### src/lc3b_types.sv
package lc3b_types;

    typedef logic [15:0] lc3b_word;
    typedef logic [2:0]  lc3b_reg;
    typedef logic [2:0]  lc3b_nzp;

    localparam lc3b_word nop_instr = 16'h0000;   // BR with nzp clear

    typedef enum logic [3:0] {
        op_br   = 4'b0000,
        op_add  = 4'b0001,
        op_ldb  = 4'b0010,
        op_stb  = 4'b0011,
        op_jsr  = 4'b0100,
        op_and  = 4'b0101,
        op_ldr  = 4'b0110,
        op_str  = 4'b0111,
        op_rti  = 4'b1000,
        op_not  = 4'b1001,
        op_ldi  = 4'b1010,
        op_sti  = 4'b1011,
        op_jmp  = 4'b1100,
        op_shf  = 4'b1101,
        op_lea  = 4'b1110,
        op_trap = 4'b1111
    } lc3b_opcode;

    typedef enum logic [2:0] {
        alu_add,
        alu_and,
        alu_not,
        alu_pass,
        alu_sll,
        alu_srl,
        alu_sra
    } lc3b_alu_op;

    typedef enum logic {
        lc3b_regfile_sr1_mux_sel_sr1,    // ir[8:6]
        lc3b_regfile_sr1_mux_sel_dest    // ir[11:9]
    } lc3b_regfile_sr1_mux_sel;

    typedef enum logic {
        lc3b_regfile_sr2_mux_sel_sr2,    // ir[2:0]
        lc3b_regfile_sr2_mux_sel_dest    // ir[11:9], store source
    } lc3b_regfile_sr2_mux_sel;

    typedef enum logic {
        lc3b_cc_gen_mux_sel_alu,
        lc3b_cc_gen_mux_sel_mdr
    } lc3b_cc_gen_mux_sel;

    typedef enum logic [2:0] {
        lc3b_alu_mux_sel_sr2       = 3'b000,
        lc3b_alu_mux_sel_imm4      = 3'b001,
        lc3b_alu_mux_sel_imm5      = 3'b010,
        lc3b_alu_mux_sel_offset6_w = 3'b100
    } lc3b_alu_mux_sel;

    typedef enum logic [2:0] {
        lc3b_regfile_data_mux_sel_none = 3'b000,
        lc3b_regfile_data_mux_sel_mdr  = 3'b010,
        lc3b_regfile_data_mux_sel_pc   = 3'b100,   // link value
        lc3b_regfile_data_mux_sel_alu  = 3'b101
    } lc3b_regfile_data_mux_sel;

    typedef struct packed {
        logic                     branch;
        lc3b_regfile_sr1_mux_sel  regfile_sr1_mux_sel;
        lc3b_regfile_sr2_mux_sel  regfile_sr2_mux_sel;
        logic                     pc_adder_mux_sel;      // 0 offset9, 1 offset11
        lc3b_alu_mux_sel          general_alu_mux_sel;
        lc3b_alu_op               general_alu_op;
        logic                     cc_load;
        lc3b_cc_gen_mux_sel       cc_gen_mux_sel;
        logic                     br_en_load;
        logic                     internal_mdr_load;
        logic                     data_memory_write_enable;
        logic [1:0]               data_memory_addr_mux_sel;
        logic [1:0]               data_memory_byte_sel;
        lc3b_regfile_data_mux_sel regfile_data_mux_sel;
        logic                     regfile_dest_mux_sel;  // 1 selects r7
        logic                     regfile_load;
    } lc3b_control_word;

    typedef struct packed {
        logic     valid;
        lc3b_word pc_plus2;
        lc3b_word ir;
    } if_id_t;

    typedef struct packed {
        logic             valid;
        lc3b_word         pc_plus2;
        lc3b_word         ir;
        lc3b_control_word ctrl;
        lc3b_word         sr1_data;
        lc3b_word         sr2_data;
    } id_ex_t;

    typedef struct packed {
        logic             valid;
        lc3b_word         pc_plus2;
        lc3b_word         ir;
        lc3b_control_word ctrl;
        lc3b_word         alu_out;
        lc3b_word         target;      // pc adder result
        lc3b_word         store_data;
    } ex_mem_t;

    typedef struct packed {
        logic             valid;
        lc3b_word         pc_plus2;
        lc3b_word         ir;
        lc3b_control_word ctrl;
        lc3b_word         alu_out;
        lc3b_word         mdr;
    } mem_wb_t;

endpackage : lc3b_types

### src/control_rom.sv
`timescale 1ns/1ps

module control_rom (
    input  lc3b_types::lc3b_word         ir_in,
    output lc3b_types::lc3b_control_word control_out
);

    lc3b_types::lc3b_opcode opcode;

    assign opcode = lc3b_types::lc3b_opcode'(ir_in[15:12]);

    always_comb begin
        // inactive defaults for every stage
        control_out.branch                   = 1'b0;
        control_out.regfile_sr1_mux_sel      = lc3b_types::lc3b_regfile_sr1_mux_sel_sr1;
        control_out.regfile_sr2_mux_sel      = lc3b_types::lc3b_regfile_sr2_mux_sel_sr2;
        control_out.pc_adder_mux_sel         = 1'b0;
        control_out.general_alu_mux_sel      = lc3b_types::lc3b_alu_mux_sel_sr2;
        control_out.general_alu_op           = lc3b_types::alu_pass;
        control_out.cc_load                  = 1'b0;
        control_out.cc_gen_mux_sel           = lc3b_types::lc3b_cc_gen_mux_sel_alu;
        control_out.br_en_load               = 1'b0;
        control_out.internal_mdr_load        = 1'b0;
        control_out.data_memory_write_enable = 1'b0;
        control_out.data_memory_addr_mux_sel = 2'b00;
        control_out.data_memory_byte_sel     = 2'b00;
        control_out.regfile_data_mux_sel     = lc3b_types::lc3b_regfile_data_mux_sel_none;
        control_out.regfile_dest_mux_sel     = 1'b0;
        control_out.regfile_load             = 1'b0;

        case (opcode)
            lc3b_types::op_add, lc3b_types::op_and: begin
                if (ir_in[5])
                    control_out.general_alu_mux_sel = lc3b_types::lc3b_alu_mux_sel_imm5;
                else
                    control_out.general_alu_mux_sel = lc3b_types::lc3b_alu_mux_sel_sr2;
                if (opcode == lc3b_types::op_add)
                    control_out.general_alu_op = lc3b_types::alu_add;
                else
                    control_out.general_alu_op = lc3b_types::alu_and;
                control_out.cc_load              = 1'b1;
                control_out.regfile_data_mux_sel = lc3b_types::lc3b_regfile_data_mux_sel_alu;
                control_out.regfile_load         = 1'b1;
            end

            lc3b_types::op_not: begin
                control_out.general_alu_op       = lc3b_types::alu_not;
                control_out.cc_load              = 1'b1;
                control_out.regfile_data_mux_sel = lc3b_types::lc3b_regfile_data_mux_sel_alu;
                control_out.regfile_load         = 1'b1;
            end

            lc3b_types::op_shf: begin
                control_out.general_alu_mux_sel = lc3b_types::lc3b_alu_mux_sel_imm4;
                if (!ir_in[4])
                    control_out.general_alu_op = lc3b_types::alu_sll;
                else if (!ir_in[5])
                    control_out.general_alu_op = lc3b_types::alu_srl;   // zero fill
                else
                    control_out.general_alu_op = lc3b_types::alu_sra;   // sign fill
                control_out.cc_load              = 1'b1;
                control_out.regfile_data_mux_sel = lc3b_types::lc3b_regfile_data_mux_sel_alu;
                control_out.regfile_load         = 1'b1;
            end

            lc3b_types::op_ldr: begin
                control_out.general_alu_mux_sel      = lc3b_types::lc3b_alu_mux_sel_offset6_w;
                control_out.general_alu_op           = lc3b_types::alu_add;
                control_out.cc_load                  = 1'b1;
                control_out.cc_gen_mux_sel           = lc3b_types::lc3b_cc_gen_mux_sel_mdr;
                control_out.internal_mdr_load        = 1'b1;
                control_out.data_memory_addr_mux_sel = 2'b01;   // alu
                control_out.data_memory_byte_sel     = 2'b11;   // full word
                control_out.regfile_data_mux_sel     = lc3b_types::lc3b_regfile_data_mux_sel_mdr;
                control_out.regfile_load             = 1'b1;
            end

            lc3b_types::op_str: begin
                control_out.regfile_sr2_mux_sel      = lc3b_types::lc3b_regfile_sr2_mux_sel_dest;
                control_out.general_alu_mux_sel      = lc3b_types::lc3b_alu_mux_sel_offset6_w;
                control_out.general_alu_op           = lc3b_types::alu_add;
                control_out.data_memory_write_enable = 1'b1;
                control_out.data_memory_addr_mux_sel = 2'b01;
                control_out.data_memory_byte_sel     = 2'b11;
            end

            lc3b_types::op_br: begin
                control_out.branch           = 1'b1;
                control_out.pc_adder_mux_sel = 1'b0;   // offset9
                control_out.br_en_load       = 1'b1;
            end

            default: begin
                control_out = '0;   // unsupported opcode acts as a bubble
            end
        endcase
    end

    // a word that both stores and writes back would corrupt the register file
    always_comb begin
        assert final (!(control_out.data_memory_write_enable && control_out.regfile_load))
            else $error("control_rom: store and regfile load together, ir %h", ir_in);
    end

endmodule : control_rom

### src/regfile.sv
`timescale 1ns/1ps

module regfile (
    input  logic                clk,
    input  logic                rst_n,
    input  logic                load,
    input  lc3b_types::lc3b_reg  dest,
    input  lc3b_types::lc3b_reg  src_a,
    input  lc3b_types::lc3b_reg  src_b,
    input  lc3b_types::lc3b_word in,
    output lc3b_types::lc3b_word reg_a,
    output lc3b_types::lc3b_word reg_b
);

    lc3b_types::lc3b_word data [8];

    always_ff @(posedge clk) begin
        if (!rst_n) begin
            for (int i = 0; i < 8; i++) begin
                data[i] <= '0;
            end
        end else if (load) begin
            data[dest] <= in;
        end
    end

    // write-through so ID sees the WB result in the same cycle
    assign reg_a = (load && (src_a == dest)) ? in : data[src_a];
    assign reg_b = (load && (src_b == dest)) ? in : data[src_b];

endmodule : regfile

### src/general_alu.sv
`timescale 1ns/1ps

module general_alu (
    input  lc3b_types::lc3b_alu_op aluop,
    input  lc3b_types::lc3b_word   a,
    input  lc3b_types::lc3b_word   b,
    output lc3b_types::lc3b_word   f
);

    logic [3:0] shamt;

    assign shamt = b[3:0];   // imm4 field

    always_comb begin
        case (aluop)
            lc3b_types::alu_add:  f = a + b;
            lc3b_types::alu_and:  f = a & b;
            lc3b_types::alu_not:  f = ~a;
            lc3b_types::alu_pass: f = a;
            lc3b_types::alu_sll:  f = a << shamt;
            lc3b_types::alu_srl:  f = a >> shamt;
            lc3b_types::alu_sra:  f = $signed(a) >>> shamt;   // keeps sign bit
            default:              f = a;
        endcase
    end

endmodule : general_alu

### src/stage_reg.sv
`timescale 1ns/1ps

module stage_reg #(
    parameter type payload_t = logic [15:0]
) (
    input  logic     clk,
    input  logic     rst_n,
    input  logic     flush,
    input  payload_t d,
    output payload_t q
);

    // cleared slot has valid and control word low, so it acts as a nop
    always_ff @(posedge clk) begin
        if (!rst_n || flush) begin
            q <= '0;
        end else begin
            q <= d;
        end
    end

endmodule : stage_reg

### src/cc_branch_unit.sv
`timescale 1ns/1ps

module cc_branch_unit (
    input  logic                         clk,
    input  logic                         rst_n,
    input  lc3b_types::lc3b_control_word ctrl,
    input  lc3b_types::lc3b_nzp          nzp_field,
    input  lc3b_types::lc3b_word         result,
    output logic                         branch_taken
);

    lc3b_types::lc3b_nzp nzp;
    lc3b_types::lc3b_nzp nzp_next;

    always_comb begin
        if (result[15])
            nzp_next = 3'b100;
        else if (result == '0)
            nzp_next = 3'b010;
        else
            nzp_next = 3'b001;
    end

    always_ff @(posedge clk) begin
        if (!rst_n) begin
            nzp <= 3'b010;   // z after reset
        end else if (ctrl.cc_load) begin
            nzp <= nzp_next;
        end
    end

    assign branch_taken = ctrl.branch && ctrl.br_en_load && |(nzp_field & nzp);

    a_nzp_onehot: assert property (@(posedge clk) disable iff (!rst_n) $onehot(nzp))
        else $error("cc_branch_unit: nzp not one-hot, %b", nzp);

endmodule : cc_branch_unit

### src/lc3b_pipeline.sv
`timescale 1ns/1ps

module lc3b_pipeline (
    input  logic                 clk,
    input  logic                 rst_n,
    input  lc3b_types::lc3b_word imem_rdata,
    input  lc3b_types::lc3b_word dmem_rdata,
    output lc3b_types::lc3b_word imem_addr,
    output lc3b_types::lc3b_word dmem_addr,
    output lc3b_types::lc3b_word dmem_wdata,
    output logic                 dmem_we,
    output logic [1:0]           dmem_byte_sel
);

    lc3b_types::lc3b_word pc;
    lc3b_types::lc3b_word pc_plus2;
    logic                 branch_taken;

    lc3b_types::if_id_t  if_id_d, if_id_q;
    lc3b_types::id_ex_t  id_ex_d, id_ex_q;
    lc3b_types::ex_mem_t ex_mem_d, ex_mem_q;
    lc3b_types::mem_wb_t mem_wb_d, mem_wb_q;

    lc3b_types::lc3b_word         id_ir;
    lc3b_types::lc3b_control_word id_ctrl;
    lc3b_types::lc3b_reg          src_a, src_b, wb_dest;
    lc3b_types::lc3b_word         reg_a, reg_b;
    lc3b_types::lc3b_word         alu_b, alu_f, pc_offset;
    lc3b_types::lc3b_word         mdr, cc_result, wb_data;

    // IF
    assign imem_addr = pc;
    assign pc_plus2  = pc + 16'd2;

    always_ff @(posedge clk) begin
        if (!rst_n)
            pc <= '0;
        else if (branch_taken)
            pc <= ex_mem_q.target;   // redirect from MEM
        else
            pc <= pc_plus2;
    end

    assign if_id_d = '{valid: 1'b1, pc_plus2: pc_plus2, ir: imem_rdata};

    // ID
    assign id_ir = if_id_q.valid ? if_id_q.ir : lc3b_types::nop_instr;
    assign src_a = (id_ctrl.regfile_sr1_mux_sel == lc3b_types::lc3b_regfile_sr1_mux_sel_dest)
                   ? id_ir[11:9] : id_ir[8:6];
    assign src_b = (id_ctrl.regfile_sr2_mux_sel == lc3b_types::lc3b_regfile_sr2_mux_sel_dest)
                   ? id_ir[11:9] : id_ir[2:0];

    control_rom control_rom_inst (.ir_in(id_ir), .control_out(id_ctrl));

    regfile regfile_inst (
        .clk(clk), .rst_n(rst_n), .load(mem_wb_q.ctrl.regfile_load), .dest(wb_dest),
        .src_a(src_a), .src_b(src_b), .in(wb_data), .reg_a(reg_a), .reg_b(reg_b)
    );

    assign id_ex_d = '{valid: if_id_q.valid, pc_plus2: if_id_q.pc_plus2, ir: id_ir,
                       ctrl: id_ctrl, sr1_data: reg_a, sr2_data: reg_b};

    // EX operand mux with sign extension of the immediates
    always_comb begin
        case (id_ex_q.ctrl.general_alu_mux_sel)
            lc3b_types::lc3b_alu_mux_sel_imm4: alu_b = {12'b0, id_ex_q.ir[3:0]};
            lc3b_types::lc3b_alu_mux_sel_imm5: alu_b = {{11{id_ex_q.ir[4]}}, id_ex_q.ir[4:0]};
            lc3b_types::lc3b_alu_mux_sel_offset6_w:
                alu_b = {{9{id_ex_q.ir[5]}}, id_ex_q.ir[5:0], 1'b0};
            default: alu_b = id_ex_q.sr2_data;
        endcase
    end

    assign pc_offset = id_ex_q.ctrl.pc_adder_mux_sel
                       ? {{4{id_ex_q.ir[10]}}, id_ex_q.ir[10:0], 1'b0}   // offset11
                       : {{6{id_ex_q.ir[8]}}, id_ex_q.ir[8:0], 1'b0};    // offset9

    general_alu general_alu_inst (
        .aluop(id_ex_q.ctrl.general_alu_op), .a(id_ex_q.sr1_data), .b(alu_b), .f(alu_f)
    );

    assign ex_mem_d = '{valid: id_ex_q.valid, pc_plus2: id_ex_q.pc_plus2, ir: id_ex_q.ir,
                        ctrl: id_ex_q.ctrl, alu_out: alu_f,
                        target: id_ex_q.pc_plus2 + pc_offset, store_data: id_ex_q.sr2_data};

    // MEM
    always_comb begin
        case (ex_mem_q.ctrl.data_memory_addr_mux_sel)
            2'b01:   dmem_addr = ex_mem_q.alu_out;
            2'b10:   dmem_addr = ex_mem_q.target;
            default: dmem_addr = '0;
        endcase
    end

    assign dmem_wdata    = ex_mem_q.store_data;
    assign dmem_we       = ex_mem_q.ctrl.data_memory_write_enable;
    assign dmem_byte_sel = ex_mem_q.ctrl.data_memory_byte_sel;
    assign mdr           = ex_mem_q.ctrl.internal_mdr_load ? dmem_rdata : '0;
    assign cc_result     = (ex_mem_q.ctrl.cc_gen_mux_sel == lc3b_types::lc3b_cc_gen_mux_sel_mdr)
                           ? mdr : ex_mem_q.alu_out;

    cc_branch_unit cc_branch_unit_inst (
        .clk(clk), .rst_n(rst_n), .ctrl(ex_mem_q.ctrl), .nzp_field(ex_mem_q.ir[11:9]),
        .result(cc_result), .branch_taken(branch_taken)
    );

    assign mem_wb_d = '{valid: ex_mem_q.valid, pc_plus2: ex_mem_q.pc_plus2, ir: ex_mem_q.ir,
                        ctrl: ex_mem_q.ctrl, alu_out: ex_mem_q.alu_out, mdr: mdr};

    // WB
    assign wb_dest = mem_wb_q.ctrl.regfile_dest_mux_sel ? 3'd7 : mem_wb_q.ir[11:9];

    always_comb begin
        case (mem_wb_q.ctrl.regfile_data_mux_sel)
            lc3b_types::lc3b_regfile_data_mux_sel_mdr: wb_data = mem_wb_q.mdr;
            lc3b_types::lc3b_regfile_data_mux_sel_pc:  wb_data = mem_wb_q.pc_plus2;
            default:                                   wb_data = mem_wb_q.alu_out;
        endcase
    end

    // taken branch kills the three younger slots
    stage_reg #(.payload_t(lc3b_types::if_id_t)) if_id_reg (
        .clk(clk), .rst_n(rst_n), .flush(branch_taken), .d(if_id_d), .q(if_id_q)
    );
    stage_reg #(.payload_t(lc3b_types::id_ex_t)) id_ex_reg (
        .clk(clk), .rst_n(rst_n), .flush(branch_taken), .d(id_ex_d), .q(id_ex_q)
    );
    stage_reg #(.payload_t(lc3b_types::ex_mem_t)) ex_mem_reg (
        .clk(clk), .rst_n(rst_n), .flush(branch_taken), .d(ex_mem_d), .q(ex_mem_q)
    );
    stage_reg #(.payload_t(lc3b_types::mem_wb_t)) mem_wb_reg (
        .clk(clk), .rst_n(rst_n), .flush(1'b0), .d(mem_wb_d), .q(mem_wb_q)
    );

    a_we_valid: assert property (@(posedge clk) disable iff (!rst_n) dmem_we |-> ex_mem_q.valid)
        else $error("lc3b_pipeline: dmem write from an invalid MEM slot");

endmodule : lc3b_pipeline

### config.mk
export PLATFORM = sky130hd
export DESIGN_NAME = lc3b_pipeline
export DESIGN_NICKNAME = d
export VERILOG_FILES = /design/src/lc3b_types.sv /design/src/control_rom.sv /design/src/regfile.sv /design/src/general_alu.sv /design/src/stage_reg.sv /design/src/cc_branch_unit.sv /design/src/lc3b_pipeline.sv
export SDC_FILE = /design/constraint.sdc
export NUM_CORES = 1
export LEC_CHECK = 0
export BUFFER_PORTS_ARGS = -buffer_cell sky130_fd_sc_hd__buf_2
export CELL_PAD_IN_SITES_DETAIL_PLACEMENT = 1
export CELL_PAD_IN_SITES_GLOBAL_PLACEMENT = 1
export CORE_MARGIN = 2
export CORE_UTILIZATION = 50
export DETAILED_ROUTE_END_ITERATION = 6
export PLACE_DENSITY_LB_ADDON = 0.1
export SLEW_MARGIN = 20
export SYNTH_ARGS = -nofsm -noshare
export SYNTH_HDL_FRONTEND = slang
export SYNTH_SLANG_ARGS = --single-unit
### constraint.sdc
create_clock -name clk -period 11.1 [get_ports clk]
set_input_delay 2.22 -clock clk [delete_from_list [all_inputs] [get_ports clk]]
set_output_delay 2.22 -clock clk [all_outputs]
set_load 0.01 [all_outputs]
# [Yosys cells after proc, flatten, opt, wreduce, memory -nomap -nowiden]
# Memory sizes are Yosys's and may differ from the RTL's. A register that Yosys moved wholly into a read port is not among the register bits.
# Cells that the tools add are included.
[op_classes] addsub=3 n_eq_ne=18 n_shift=3 muxes=33 n_bitwise=4 reduce_logical=13
[ops] cell="16-bit 2-to-1 mux" n=6
[ops] cell="16-bit case mux with 6 select lines" n=1
[ops] cell="16-bit case mux with 2 select lines" n=2
[ops] cell="16-bit case mux with 3 select lines" n=1
[ops] cell="33-bit 2-to-1 mux" n=1
[ops] cell="16-bit adder" n=2
[ops] cell="16-bit by 2-bit adder with 16-bit output, second input constant" n=1
[ops] cell="16-bit AND" n=1
[ops] cell="16-bit zero test" n=1
[ops] cell="16-bit NOT" n=1
[ops] cell="16-bit OR reduction" n=1
[ops] cell="16-bit by 4-bit left shift with 16-bit output" n=1
[ops] cell="16-bit by 4-bit >> shifter with 16-bit output" n=1
[ops] cell="16-bit by 4-bit >>> shifter with 16-bit output" n=1
[ops] cell="3-bit == test, second input constant" n=5
[ops] cell="3-bit 2-to-1 mux" n=5
[ops] cell="4-bit by 3-bit == test with 1-bit output, second input constant" n=3
[ops] cell="3-bit case mux with 4 select lines" n=1
[ops] cell="1-bit 2-to-1 mux" n=10
[ops] cell="3-bit by 2-bit == test with 1-bit output, second input constant" n=3
[ops] cell="3-bit case mux with 3 select lines" n=1
[ops] cell="4-bit == test, second input constant" n=2
[ops] cell="2-bit 2-to-1 mux" n=4
[ops] cell="3-bit by 1-bit == test with 1-bit output, second input constant" n=2
[ops] cell="other kinds (15)" n=17
[totals] regBits=250 ram_bits=128 output_inout_bits=51 wordCells=112 mem_count=1
[memory_table] name="regfile_inst.data" depth=8 width=16 read_ports=2 rd_ports_with_merged_regs=2 write_ports=8 line_no="regfile.sv:15" source="lc3b_types::lc3b_word data [8];"

# [Longest topological paths before layout]
# Gate-level depths: netlist of the first run.
[depth] word_depth=5 depth_mapped=19 ltp_nobuf=14

# [Modules after synthesis]
# Synthesis of the first run repeated with hierarchy kept, for this count alone.
[hier_totals] cells_unflattened=2002 area_unflattened_um2=23343.6
[modules_own_cells] mod="regfile" n_inst=1 cells_each=446 area_per_inst_um2=7440.9 seq_area_each_um2=3843.7
[modules_own_cells] mod="stage_reg (id_ex_reg ...)" n_inst=2 cells_each=196 area_per_inst_um2=2691.3 seq_area_each_um2=1781.7
[modules_own_cells] mod="stage_reg (ex_mem_reg)" n_inst=1 cells_each=232 area_per_inst_um2=3225.6 seq_area_each_um2=2102.0
[modules_own_cells] mod="lc3b_pipeline" n_inst=1 cells_each=397 area_per_inst_um2=2976.6 seq_area_each_um2=320.3
[modules_own_cells] mod="general_alu" n_inst=1 cells_each=411 area_per_inst_um2=2905.3 seq_area_each_um2=0.0
[modules_own_cells] mod="stage_reg (if_id_reg)" n_inst=1 cells_each=72 area_per_inst_um2=1021.0 seq_area_each_um2=660.6
[modules_own_cells] mod="control_rom" n_inst=1 cells_each=32 area_per_inst_um2=227.7 seq_area_each_um2=0.0
[modules_own_cells] mod="cc_branch_unit" n_inst=1 cells_each=20 area_per_inst_um2=163.9 seq_area_each_um2=60.1

# [Worst setup path before layout of the first run]
# No wires, ideal clock.
[synth_timing] path_kind="input -> register" startpoint="in rst_n" endpoint="mem regfile_inst.data[5][0] in the netlist's numbering, enable pin" setup_ps=372 arrival_time_ps=3463 required_time_ps=10728 path_slack_ps=7265 path_stages=6 cell_sequence="and2_1 nor2b_1 clkbuf_1 nand3_1 clkbuf_1 nand2_1"
[synth_rtl] item="from (decl)" line_no="lc3b_pipeline.sv:5" source="input logic rst_n,"
[synth_rtl] item="to (decl)" line_no="regfile.sv:15"

# [Worst setup path after layout of the first run]
[layout_timing] startpoint="reg id_ex_reg.q[51] in the netlist's numbering" endpoint="reg ex_mem_reg.q[47] in the netlist's numbering"
[layout_between] elab_chain_len=4
[layout_lines] item="from (decl)" line_no="stage_reg.sv:10" source="output payload_t q"
[layout_lines] item="from (signal assigned)" line_no="stage_reg.sv:16" source="q <= '0;"
[layout_lines] item="from (signal assigned)" line_no="stage_reg.sv:18" source="q <= d;"
[layout_lines] item="3-bit == test (tied with other cells)" line_no="lc3b_pipeline.sv:65" source="case (id_ex_q.ctrl.general_alu_mux_sel)"
[layout_lines] item="16-bit case mux with 3 select lines (*)" line_no="lc3b_pipeline.sv:65"
[layout_lines] item="16-bit adder (tied with other cells)" line_no="general_alu.sv:16" source="lc3b_types::alu_add: f = a + b;"
[layout_lines] item="16-bit case mux with 6 select lines (*)" line_no="general_alu.sv:15" source="case (aluop)"
[layout_lines] item="to (signal assigned)" line_no="stage_reg.sv:16"
[layout_lines] item="to (signal assigned)" line_no="stage_reg.sv:18"
[layout_lines] item="to (decl)" line_no="stage_reg.sv:10"
# Every way passes the cells marked *; elsewhere a longest branch is shown, timed or not.
# A chain may end at the register's enable or synchronous reset.

==> reports/results.txt, run 1 <==
Clk Latency, worst-skew pair -> 540 ps
Static Leak -> 7.930 nW
Max-slew violations -> 0
Drt total wl -> 58050 um
Status -> complete, no violations
RSZ-0062 raised after global routing -> false
GRT Total Usage -> 0.3218
CP Launch Point -> id_ex_reg.q[51]
Ports -> 85
Most Crowded Layer GR -> met2
Pre-Repair DR Iteration Count -> 7
Hold buffers post-CTS -> 0
Largest net degree at the start of global routing -> 94
Core region area -> 34540 um^2
Clk sink count -> 349
Chip height -> 191.3 um
CP Capture Point -> ex_mem_reg.q[47]
DRC -> 0
Setup violators final -> 0
Fill cells -> 3735
Most frequent cells in the layout -> nor2_1 (261), dfxtp_1 (221), edfxtp_1 (128), and3_1 (97), nand2_1 (90)
Netlist cell types -> 85
Final period utilization -> 0.4491
Worst Hold Class -> reg -> reg
Clock Path Buffers -> 3
GR Overflow Total -> 0
Max-Slew Margin vs Limit -> 0.2418
Number of synthesized flops with an enable pin -> 128
DP Cell Count -> 2118
Clk Tree Root Cell -> clkbuf_16
Reg2reg setup slack -> 6120 ps
Final non-filler cell total -> 2190
Reg clk slew, reported paths -> 60 ps
Worst setup EP type -> register
Highest clock rate -> 200.6 MHz
Least-Margin Pin Slew -> 1106 ps
Worst R2R Path Depth -> 14
Met3 usage -> 0.06113
PD cells -> 160.0 nW/um^2
CP Max Fanout -> 23
Final nets -> 1775
Rows -> 68
Mapped Nets -> 1764
VDD IR max -> 185.7 uV
YS warnings -> 0
Synth async-reset ratio -> 0
DRT iter0 DRCs -> 1139
Final antenna-violating net count -> 0
Final GP Congestion -> 0.9217
CTS Buf Count -> 39
Mapped Area -> 17540 um^2
Worst EP arrival -> 5400 ps
Vias -> 13800
Final-report hold violation count -> 0
Max cap viols -> 0
Share of post-route cells with drive strength above 1 -> 0.1798
CTS tree -> built
Met1 usage -> 0.4225
CTS resizes -> 0
Crit path kind -> reg -> reg
Main synth FF type -> dfxtp_1
Launch point of the worst reg-to-reg path -> id_ex_reg.q[51]
First-pass GRT wire length -> 88330 um
Die area -> 36600 um^2
Leading cell type in the layout, fill and taps excluded -> nor2_1
Avg Cell Area, Syn -> 10.35 um^2
Post-CTS Setup Bufs -> 0
Seq/Total Area, Yosys -> 0.4714
Critical path launch point type -> register
Yosys reg bits -> 349
Final TNS setup -> 0 ps
IO Port Bufs -> 84
HPWL after detailed placement -> 39350 um
# diodes -> 0
Met2 Use GR -> 0.5337
Clock skew -> 19.04 ps
Reg2reg end -> ex_mem_reg.q[47]
Vias per cell -> 6.299
Initial antenna violation count -> 3
# H-tree levels -> 2
Initial Util -> 0.5078
Period minus WS final -> 4985 ps
Post-Synthesis Cells -> 1695
Die Wd -> 191.3 um
Area Overhead vs Synth -> 10.74%
Worst EP required -> 11520 ps
Vias in the first global route -> 14350
DR WL/cell -> 26.51 um
[sequential cells by signal (all words and copies together) (netlist names)]
name                     count
imem_addr                   16
mem_wb_reg.q                38
id_ex_reg.q                 73
cc_branch_unit_inst.nzp      3
ex_mem_reg.q                58
regfile_inst.data          128
if_id_reg.q                 33
[worst max-delay path, cell delays in order, from the launching register on]
cell and delay (ps):
dfxtp_1 790, maj3_2 410, a32oi_1 60, o21ai_1 130
buf_4 320, clkinv_1 690, ha_1 620, a21oi_1 120
o22a_1 220, a21oi_1 440, o21ai_0 220, o31ai_1 400
a21oi_1 140, mux2i_1 160, a31oi_1 110
[cells by family after synthesis]
| family | after synthesis | synth area share |
|---|---|---|
| compound gates | 288 | 0.1089 |
| xor+xnor | 37 | 0.01890 |
| fa+ha+maj | 36 | 0.02646 |
| buf+inv | 164 | 0.04301 |
| flops | 349 | 0.4714 |
| mux | 197 | 0.1619 |
| simple gates | 624 | 0.1696 |
[layer usage]
layer | up-vias | wire length [um] | share of wire
met4 | 4 | 1921 | 0.033
li1 | 6168 | - | -
met3 | 124 | 4194 | 0.072
met1 | 6924 | 24110 | 0.42
met5 | - | 24 | 0.00041
met2 | 575 | 27800 | 0.48
[power by group]
| part | internal, mW | switching, mW | total [mW] |
|---|---|---|---|
| combinational | 0.129 | 0.203 | 0.332 |
| clock | 0.806 | 0.545 | 1.35 |
| sequential | 1.37 | 0.0525 | 1.43 |
| total | 2.31 | 0.800 | 3.11 |
[synth_stat cells (5+ instances only)]
| library cell | n | area (um^2) |
|---|---|---|
| nor2b_1 | 15 | 93.84 |
| a21oi_1 | 63 | 315.3 |
| a221oi_1 | 10 | 87.58 |
| o211ai_1 | 10 | 75.07 |
| and3_1 | 97 | 606.8 |
| clkbuf_1 | 79 | 296.5 |
| and2_1 | 40 | 250.2 |
| nand2_1 | 91 | 341.6 |
| a21o_1 | 24 | 180.2 |
| buf_4 | 25 | 187.7 |
| o31ai_1 | 5 | 37.54 |
| nand2b_1 | 13 | 81.33 |
| o21a_1 | 17 | 127.6 |
| a211oi_1 | 13 | 97.59 |
| o22ai_1 | 8 | 50.05 |
| nor3_1 | 30 | 150.1 |
| nor2_1 | 262 | 983.4 |
| nand4_1 | 8 | 50.05 |
| buf_1 | 8 | 30.03 |
| dfxtp_1 | 221 | 4424 |
| nor4_1 | 11 | 68.82 |
| mux4_2 | 64 | 1441 |
| a31oi_1 | 11 | 68.82 |
| ha_1 | 33 | 412.9 |
| a32oi_1 | 6 | 52.55 |
| o21ai_0 | 64 | 320.3 |
| buf_2 | 23 | 115.1 |
| mux2_2 | 47 | 529.3 |
| xnor2_1 | 17 | 148.9 |
| a22oi_1 | 8 | 60.06 |
| xor2_1 | 19 | 166.4 |
| edfxtp_1 | 128 | 3844 |
| inv_1 | 22 | 82.58 |
| nand3_1 | 28 | 140.1 |
| mux2i_1 | 83 | 830.8 |
| or3_1 | 11 | 68.82 |
[layout make-up]
cell class,count,area (um^2),share of cell area
Clock buffer,54,1125,0.05791
Clock inverter,16,197.7,0.01018
Inverter,26,97.59,0.005024
Multi-Input combinational cell,1182,8554,0.4404
Sequential cell,349,8268,0.4257
Tap cell,455,569.3,0.02931
Timing Repair Buffer,108,611.8,0.03150
[worst min-delay path by stage]
stage	startpoint	to	slack, ps	cells after the start
after detailed placement	ex_mem_reg.q[18]	imem_addr[2]	410	1
after CTS	ex_mem_reg.q[18]	imem_addr[2]	430	1
after global placement	ex_mem_reg.q[16]	imem_addr[0]	410	1
after floorplan	ex_mem_reg.q[16]	imem_addr[0]	400	1
after global routing	ex_mem_reg.q[21]	imem_addr[5]	450	1
final	ex_mem_reg.q[16]	imem_addr[0]	430	1
[per-stage QoR]
| stage | setup slack [ps] | hold WS [ps] | util | power (mW) | instance area (um^2) |
|---|---|---|---|---|---|
| after floorplan | 7265 | 402.9 | - | 1.652 | 17540 |
| after global placement | 6060 | 409.0 | 0.5228 | 1.765 | 18060 |
| after detailed placement | 5976 | 410.3 | 0.5228 | 1.772 | 18060 |
| after CTS | 6321 | 425.4 | 0.5611 | 3.113 | 19380 |
| after global routing | 5828 | 452.1 | 0.5623 | 3.202 | 19420 |
| final | 6115 | 428.8 | 0.5623 | 3.108 | 19420 |
No activity file was read; power rests on OpenSTA's default activity.
==> inputs of run 2 (changes only) <==
Settings changed: CORE_UTILIZATION 50 to 44.
Clock period 11.1 ns to 4.53 ns, I/O delays scaled along.
==> run 2 against run 1 <==
Via count decreased by 2.0%. First-iteration DRC count is 15% lower. Clock power grew 140%. Hold slack improved by 0.70 ps. Sequential cell count stayed put. Final area rose by 0.91%. Setup slack got worse by 5600 ps. Sequential power is 140% higher. Maximum frequency increased by 25%. Largest power group unchanged. Highest routed layer is now met4.
==> reports/results.txt, run 2 (synthesized netlist as in run 1, its figures left out) <==
Final-report hold violation count -> 0 (unchanged)
Pre-Repair DR Iteration Count -> 5 (was 7)
Worst Hold Class -> reg -> reg (unchanged)
Static Leak -> 7.991 nW (was 7.930 nW)
DRC -> 0 (unchanged)
Share of post-route cells with drive strength above 1 -> 0.1856 (was 0.1798)
Die area -> 41480 um^2 (was 36600 um^2)
Max-Slew Margin vs Limit -> 0.2949 (was 0.2418)
Clk sink count -> 349 (unchanged)
Highest clock rate -> 251.3 MHz (was 200.6 MHz)
Rows -> 73 (was 68)
Largest register by flop count -> regfile_inst.data (unchanged)
Core region area -> 39550 um^2 (was 34540 um^2)
Clk Tree Root Cell -> clkbuf_16 (unchanged)
Vias -> 13510 (was 13800)
Clock Path Buffers -> 3 (unchanged)
CTS resizes -> 0 (unchanged)
CP Max Fanout -> 17 (was 23)
Post-CTS Setup Bufs -> 0 (unchanged)
Final instance area -> 19600 um^2 (was 19420 um^2)
Power Total -> 7.486 mW (was 3.108 mW)
Crit path cell chain -> xor2_1 > a22oi_1 > o21a_2 > inv_2 > fa_1 > nand3b_1 > nand2_1 > a21o_1 > a211oi_1 > nor4_1 > a221o_1 > a2111oi_1 > nor3_1 (was maj3_2 > a32oi_1 > o21ai_1 > buf_4 > clkinv_1 > ha_1 > a21oi_1 > o22a_1 > a21oi_1 > o21ai_0 > o31ai_1 > a21oi_1 > mux2i_1 > a31oi_1)
First-pass GRT wire length -> 85370 um (was 88330 um)
Clock skew -> 11.23 ps (was 19.04 ps)
Final TNS setup -> 0 ps (unchanged)
Status -> complete, no violations (unchanged)
Max cap viols -> 0 (unchanged)
# H-tree levels -> 2 (unchanged)
Worst EP required -> 4960 ps (was 11520 ps)
CTS tree -> built (unchanged)
Chip height -> 203.7 um (was 191.3 um)
Drt total wl -> 56840 um (was 58050 um)
Crit-path leading delay family -> compound AO/OA/AOI/OAI gates (unchanged)
Final period utilization -> 0.8785 (was 0.4491)
WHS -> 429.5 ps (was 428.8 ps)
Clk Latency, worst-skew pair -> 560 ps (was 540 ps)
Final nets -> 1794 (was 1775)
Hold buffers post-CTS -> 0 (unchanged)
Worst setup EP type -> register (unchanged)
Area Overhead vs Synth -> 11.74% (was 10.74%)
Most frequent cells in the layout -> nor2_1 (261), dfxtp_1 (221), edfxtp_1 (128), and3_1 (97), nand2_1 (90) (unchanged)
Final antenna-violating net count -> 0 (unchanged)
Initial antenna violation count -> 0 (was 3)
Critical path launch point type -> register (unchanged)
Ports -> 85 (unchanged)
RSZ-0062 raised after global routing -> false (unchanged)
Crit-path slowest cell -> dfxtp_1 (unchanged)
Initial Util -> 0.4435 (was 0.5078)
PD cells -> 382.0 nW/um^2 (was 160.0 nW/um^2)
Setup violators final -> 0 (unchanged)
Crit path kind -> reg -> reg (unchanged)
Period minus WS final -> 3980 ps (was 4985 ps)
CP peak stage delay -> 760 ps (was 790 ps)
Reg clk slew, reported paths -> 60 ps (about the same)
IO Port Bufs -> 84 (unchanged)
Vias per cell -> 5.924 (was 6.299)
Vias in the first global route -> 13840 (was 14350)
Largest net degree at the start of global routing -> 66 (was 94)
CTS Buf Count -> 39 (unchanged)
Final GP Congestion -> 0.9051 (was 0.9217)
VDD IR max -> 330.1 uV (was 185.7 uV)
GR Overflow Total -> 0 (unchanged)
Least-Margin Pin Slew -> 1028 ps (was 1106 ps)
Worst EP arrival -> 4410 ps (was 5400 ps)
GRT Total Usage -> 0.2733 (was 0.3218)
HPWL after detailed placement -> 38810 um (was 39350 um)
Fill cells -> 4333 (was 3735)
Max reg flops -> 128 (unchanged)
Leading cell type in the layout, fill and taps excluded -> nor2_1 (unchanged)
# diodes -> 0 (unchanged)
Post-DP Area -> 18300 um^2 (was 18060 um^2)
Die Wd -> 203.7 um (was 191.3 um)
Biggest regs -> regfile_inst.data x128, id_ex_reg.q x73, ex_mem_reg.q x58 (unchanged)
DRT iter0 DRCs -> 968 (was 1139)
WP buf/inv -> 1 (was 2)
DR WL/cell -> 24.92 um (was 26.51 um)
Max-slew violations -> 0 (unchanged)
==> run 2: cell count changes in the layout (fill, tap and decap cells not counted), sizes merged <==
cell | before | now
clkbuf | 54 | 59
bufinv | 4 | 1
clkinv | 7 | 10
clkinvlp | 0 | 1
buf | 108 | 127
inv | 31 | 27
==> run 2: report_power, final <==
part	leakage [nW]	switching [mW]	internal [mW]
registers	3.12	0.128	3.36
clock network	0.635	1.34	1.86
logic	4.23	0.476	0.320
==> run 2: path summary, 6_finish.rpt <==
check | start | to | slack (ps) | cells past startpoint
min | ex_mem_reg.q[24] | imem_addr[8] | 430 | 1
max | id_ex_reg.q[50] | ex_mem_reg.q[38] | 550 | 13
max reg2reg | id_ex_reg.q[50] | ex_mem_reg.q[38] | 550 | 13
min reg2reg | ex_mem_reg.q[24] | imem_addr[8] | 430 | 1
==> run 2: through the flow <==
| stage | setup WS [ps] | utilization | cells |
|---|---|---|---|
| 2_1_floorplan | 940.6 | - | 1695 |
| 3_3_place_gp | 804.2 | 0.4628 | 2209 |
| 3_5_place_dp | 678.8 | 0.4628 | 2209 |
| 4_1_cts | 638.5 | 0.4954 | 2281 |
| 5_1_grt | 257.2 | 0.4956 | 2281 |
| 6_report | 550.3 | 0.4956 | 2281 |
==> run 2: area by class of cell <==
| type | count | area, um^2 | share of cell area |
|---|---|---|---|
| clock buffer | 59 | 1175 | 0.05994 |
| sequential | 349 | 8268 | 0.4218 |
| multi-input combinational | 1182 | 8544 | 0.4359 |
| inverter | 26 | 97.59 | 0.004979 |
| tap | 525 | 656.9 | 0.03351 |
| timing repair buffer | 127 | 743.2 | 0.03792 |
| clock inverter | 13 | 115.1 | 0.005873 |
==> run 2: layer usage <==
layer / wire length [um] / track usage / vias up
met5: 0 / 0 / -
met2: 27270 / 0.4546 / 408
met3: 3192 / 0.04330 / 98
li1: - / - / 6202
met1: 24730 / 0.3645 / 6805
met4: 1650 / 0.08916 / 0
==> inputs of run 3 (changes only) <==
Settings changed: ABC_AREA set to 1, CORE_ASPECT_RATIO set to 0.6, CORE_UTILIZATION 44 to 41.
==> run 3 against run 2 <==
Clock skew rose by 17 ps. Largest cell class is now registers. Maximum frequency up 8.7%. Sequential cell count did not move. Critical path depth grew 6. Synthesized cell count up 40%. Register-to-register slack gained 320 ps. Via count rose by 27%. Hold slack got worse by 23 ps. Wire length is 24% higher. Highest routed layer unchanged. Global-route usage up 3.4 points. Final area increased by 2.0%. First-iteration DRC count increased by 97%.
==> reports/results.txt, run 3 <==
CP Max Fanout -> 14 (was 17)
DP Worst Slack -> 1009 ps (was 678.8 ps)
WP buf/inv -> 3 (was 1)
Max-Slew Margin vs Limit -> 0.3229 (was 0.2949)
Most frequent cells in the layout -> nand2_1 (449), nor2_1 (357), inv_1 (270), dfxtp_1 (220), nand3_1 (191) (was nor2_1 (261), dfxtp_1 (221), edfxtp_1 (128), and3_1 (97), nand2_1 (90))
Hold buffers post-CTS -> 0 (unchanged)
Clock Power Share -> 0.411 (was 0.427)
Reg2reg setup slack -> 870 ps (was 550 ps)
Leading cell type in the layout, fill and taps excluded -> nand2_1 (was nor2_1)
# diodes -> 0 (unchanged)
Number of synthesized flops with an enable pin -> 128 (unchanged)
Least-Margin Pin Slew -> 1013 ps (was 1028 ps)
Synth area leaders -> dfxtp_1 (25%), edfxtp_1 (22%), nand2_1 (9.5%) (was dfxtp_1 (25%), edfxtp_1 (22%), mux4_2 (8.2%))
Status -> complete, no violations (unchanged)
Final non-filler cell total -> 3020 (was 2281)
Worst setup EP type -> register (unchanged)
Post-Synthesis Cells -> 2373 (was 1695)
Critical path launch point type -> register (unchanged)
Pre-Repair DR Iteration Count -> 5 (unchanged)
CTS Buf Count -> 36 (was 39)
DRT iter0 DRCs -> 1907 (was 968)
Max cap viols -> 0 (unchanged)
Max-slew violations -> 0 (unchanged)
Worst Hold Class -> reg -> reg (unchanged)
Post-CTS Setup Bufs -> 0 (unchanged)
Worst EP required -> 4970 ps (was 4960 ps)
Vias in the first global route -> 16840 (was 13840)
Worst EP arrival -> 4100 ps (was 4410 ps)
Die Wd -> 273.5 um (was 203.7 um)
RSZ-0062 raised after global routing -> false (unchanged)
Final worst slack -> 870.1 ps (was 550.3 ps)
Largest net degree at the start of global routing -> 90 (was 66)
DP Cell Count -> 2953 (was 2209)
Clk sink count -> 349 (unchanged)
Core region area -> 43190 um^2 (was 39550 um^2)
CTS resizes -> 0 (unchanged)
Share of total power in combinational logic -> 0.128 (was 0.106)
IO Port Bufs -> 84 (unchanged)
Pint -> 5.411 mW (was 5.546 mW)
Area leader, netlist -> dfxtp_1 (unchanged)
WHS Path Cells -> 2 (was 1)
Chip height -> 165.7 um (was 203.7 um)
Most used standard cell by instance count after synthesis -> nand2_1 (was nor2_1)
Period minus WS final -> 3660 ps (was 3980 ps)
Initial Util -> 0.4136 (was 0.4435)
CP peak stage delay -> 500 ps (was 760 ps)
Final instance area -> 19990 um^2 (was 19600 um^2)
Final-report hold violation count -> 0 (unchanged)
Netlist cell types -> 50 (was 85)
CTS tree -> built (unchanged)
Max reg flops -> 128 (unchanged)
Final period utilization -> 0.8079 (was 0.8785)
WHS -> 406.0 ps (was 429.5 ps)
VDD IR max -> 264.8 uV (was 330.1 uV)
Cell depth of the worst setup path -> 19 (was 13)
Largest register by flop count -> regfile_inst.data (unchanged)
Crit path cell chain -> inv_2 > nand2_1 > nand2_1 > nand2_2 > nand3_2 > nand2_1 > ha_1 > inv_1 > fa_1 > inv_1 > nand2_1 > o21ai_0 > nand3_1 > nand4_1 > a21oi_1 > o21ai_0 > nand3_1 > nor2_1 > nor2_1 (was xor2_1 > a22oi_1 > o21a_2 > inv_2 > fa_1 > nand3b_1 > nand2_1 > a21o_1 > a211oi_1 > nor4_1 > a221o_1 > a2111oi_1 > nor3_1)
Clock Path Buffers -> 3 (unchanged)
Final nets -> 2482 (was 1794)
DRC -> 0 (unchanged)
Drt total wl -> 70300 um (was 56840 um)
Sw power -> 2.161 mW (was 1.940 mW)
Clk Latency, worst-skew pair -> 560 ps (about the same)
Seq/Total Area, Yosys -> 0.4629 (was 0.4714)
Reg clk slew, reported paths -> 60 ps (about the same)
Post-DP Area -> 18750 um^2 (was 18300 um^2)
# H-tree levels -> 2 (unchanged)
Clk Tree Root Cell -> clkbuf_16 (unchanged)
Main synth FF type -> dfxtp_1 (unchanged)
Ports -> 85 (unchanged)
Static Leak -> 9.015 nW (was 7.991 nW)
GRT Total Usage -> 0.3076 (was 0.2733)
Crit path kind -> reg -> reg (unchanged)
Switching share of power -> 0.2854 (was 0.2592)
Final GP Congestion -> 0.9259 (was 0.9051)
Post-layout util -> 0.4628 (was 0.4956)
HPWL after detailed placement -> 51480 um (was 38810 um)
Power Total -> 7.572 mW (was 7.486 mW)
Share of the synthesized area in the top cell type -> 0.2477 (was 0.2522)
Seq pwr share -> 0.461 (was 0.466)
Crit-path slowest cell -> o21ai_0 (was dfxtp_1)
Avg Cell Area, Syn -> 7.527 um^2 (was 10.35 um^2)
Biggest regs -> regfile_inst.data x128, id_ex_reg.q x73, ex_mem_reg.q x58 (unchanged)
Area Overhead vs Synth -> 11.89% (was 11.74%)
Final TNS setup -> 0 ps (unchanged)
Vias -> 17120 (was 13510)
Setup violators final -> 0 (unchanged)
Vias per cell -> 5.667 (was 5.924)
YS warnings -> 0 (unchanged)
GR Overflow Total -> 0 (unchanged)
Mapped Nets -> 2442 (was 1764)
Share of post-route cells with drive strength above 1 -> 0.1016 (was 0.1856)
Rows -> 59 (was 73)
Clock skew -> 28.37 ps (was 11.23 ps)
DR WL/cell -> 23.28 um (was 24.92 um)
Yosys reg bits -> 349 (unchanged)
Final antenna-violating net count -> 0 (unchanged)
PD cells -> 378.9 nW/um^2 (was 382.0 nW/um^2)
Crit-path leading delay family -> simple AND/OR/NAND/NOR gates (was compound AO/OA/AOI/OAI gates)
Highest clock rate -> 273.2 MHz (was 251.3 MHz)
Initial antenna violation count -> 2 (was 0)
Most numerous cell on the critical path -> nand2_1
Commonest cells in the netlist -> nand2_1 (451), nor2_1 (358), inv_1 (270), dfxtp_1 (221), nand3_1 (191) (was nor2_1 (262), dfxtp_1 (221), edfxtp_1 (128), and3_1 (97), nand2_1 (91))
Mapped Area -> 17860 um^2 (was 17540 um^2)
First-pass GRT wire length -> 105300 um (was 85370 um)
Synth async-reset ratio -> 0 (unchanged)
Worst R2R Path Depth -> 19 (was 13)
Die area -> 45300 um^2 (was 41480 um^2)
-- run 3: worst reg2reg max path, delay by kind of cell, from the launching register on --
family	cells	cell delay, ps
flip-flops	1	440
AND/OR/NAND/NOR	11	1470
buffers and inverters	3	320
adder cells (fa/ha/maj)	2	640
AO/OA/AOI/OAI	3	660
-- run 3: kinds of logic (layout without fill, tap and decap cells) --
family / Yosys count / count (layout) / synth area share
AND/OR/NAND/NOR: 1061 / 1061 / 0.2487
AO/OA/AOI/OAI: 487 / 487 / 0.1548
buffers and inverters: 421 / 489 / 0.09779
flip-flops: 349 / 349 / 0.4629
adder cells (fa/ha/maj): 35 / 35 / 0.02536
XOR/XNOR: 11 / 11 / 0.005394
multiplexers: 9 / 9 / 0.005044
-- run 3: worst paths after layout --
check | start | to
setup / recovery | id_ex_reg.q[50] | ex_mem_reg.q[44]
hold / removal | if_id_reg.q[17] | id_ex_reg.q[73]
setup reg to reg | id_ex_reg.q[50] | ex_mem_reg.q[44]
hold reg to reg | if_id_reg.q[17] | id_ex_reg.q[73]
-- run 3: metal layers --
| metal | vias to the layer above | track usage | wire (um) |
|---|---|---|---|
| li1 | 7907 | - | - |
| met1 | 8447 | 0.4665 | 34000 |
| met2 | 650 | 0.4196 | 27590 |
| met3 | 111 | 0.09308 | 6869 |
| met4 | 0 | 0.07793 | 1843 |
| met5 | - | 0 | 0 |
-- run 3: area by class of cell --
| cell class | count | area [um^2] |
|---|---|---|
| Inverter | 284 | 1067 |
| Clock buffer | 53 | 1025 |
| Timing Repair Buffer | 139 | 837.1 |
| Clock inverter | 13 | 192.7 |
| Sequential cell | 349 | 8269 |
| Tap cell | 579 | 724.4 |
| Multi-Input combinational cell | 1603 | 7870 |
| Fill cell | 5406 | 23200 |
-- run 3: power groups by stage --
stage          registers [mW]  clock network (mW)  logic [mW]
5_1_grt                  3.49                3.29        1.06
6_report                 3.49                3.11       0.969
2_1_floorplan            3.48                   0       0.618
3_5_place_dp             3.55                   0       0.938
4_1_cts                  3.48                3.16       0.945
3_3_place_gp             3.55                   0       0.922
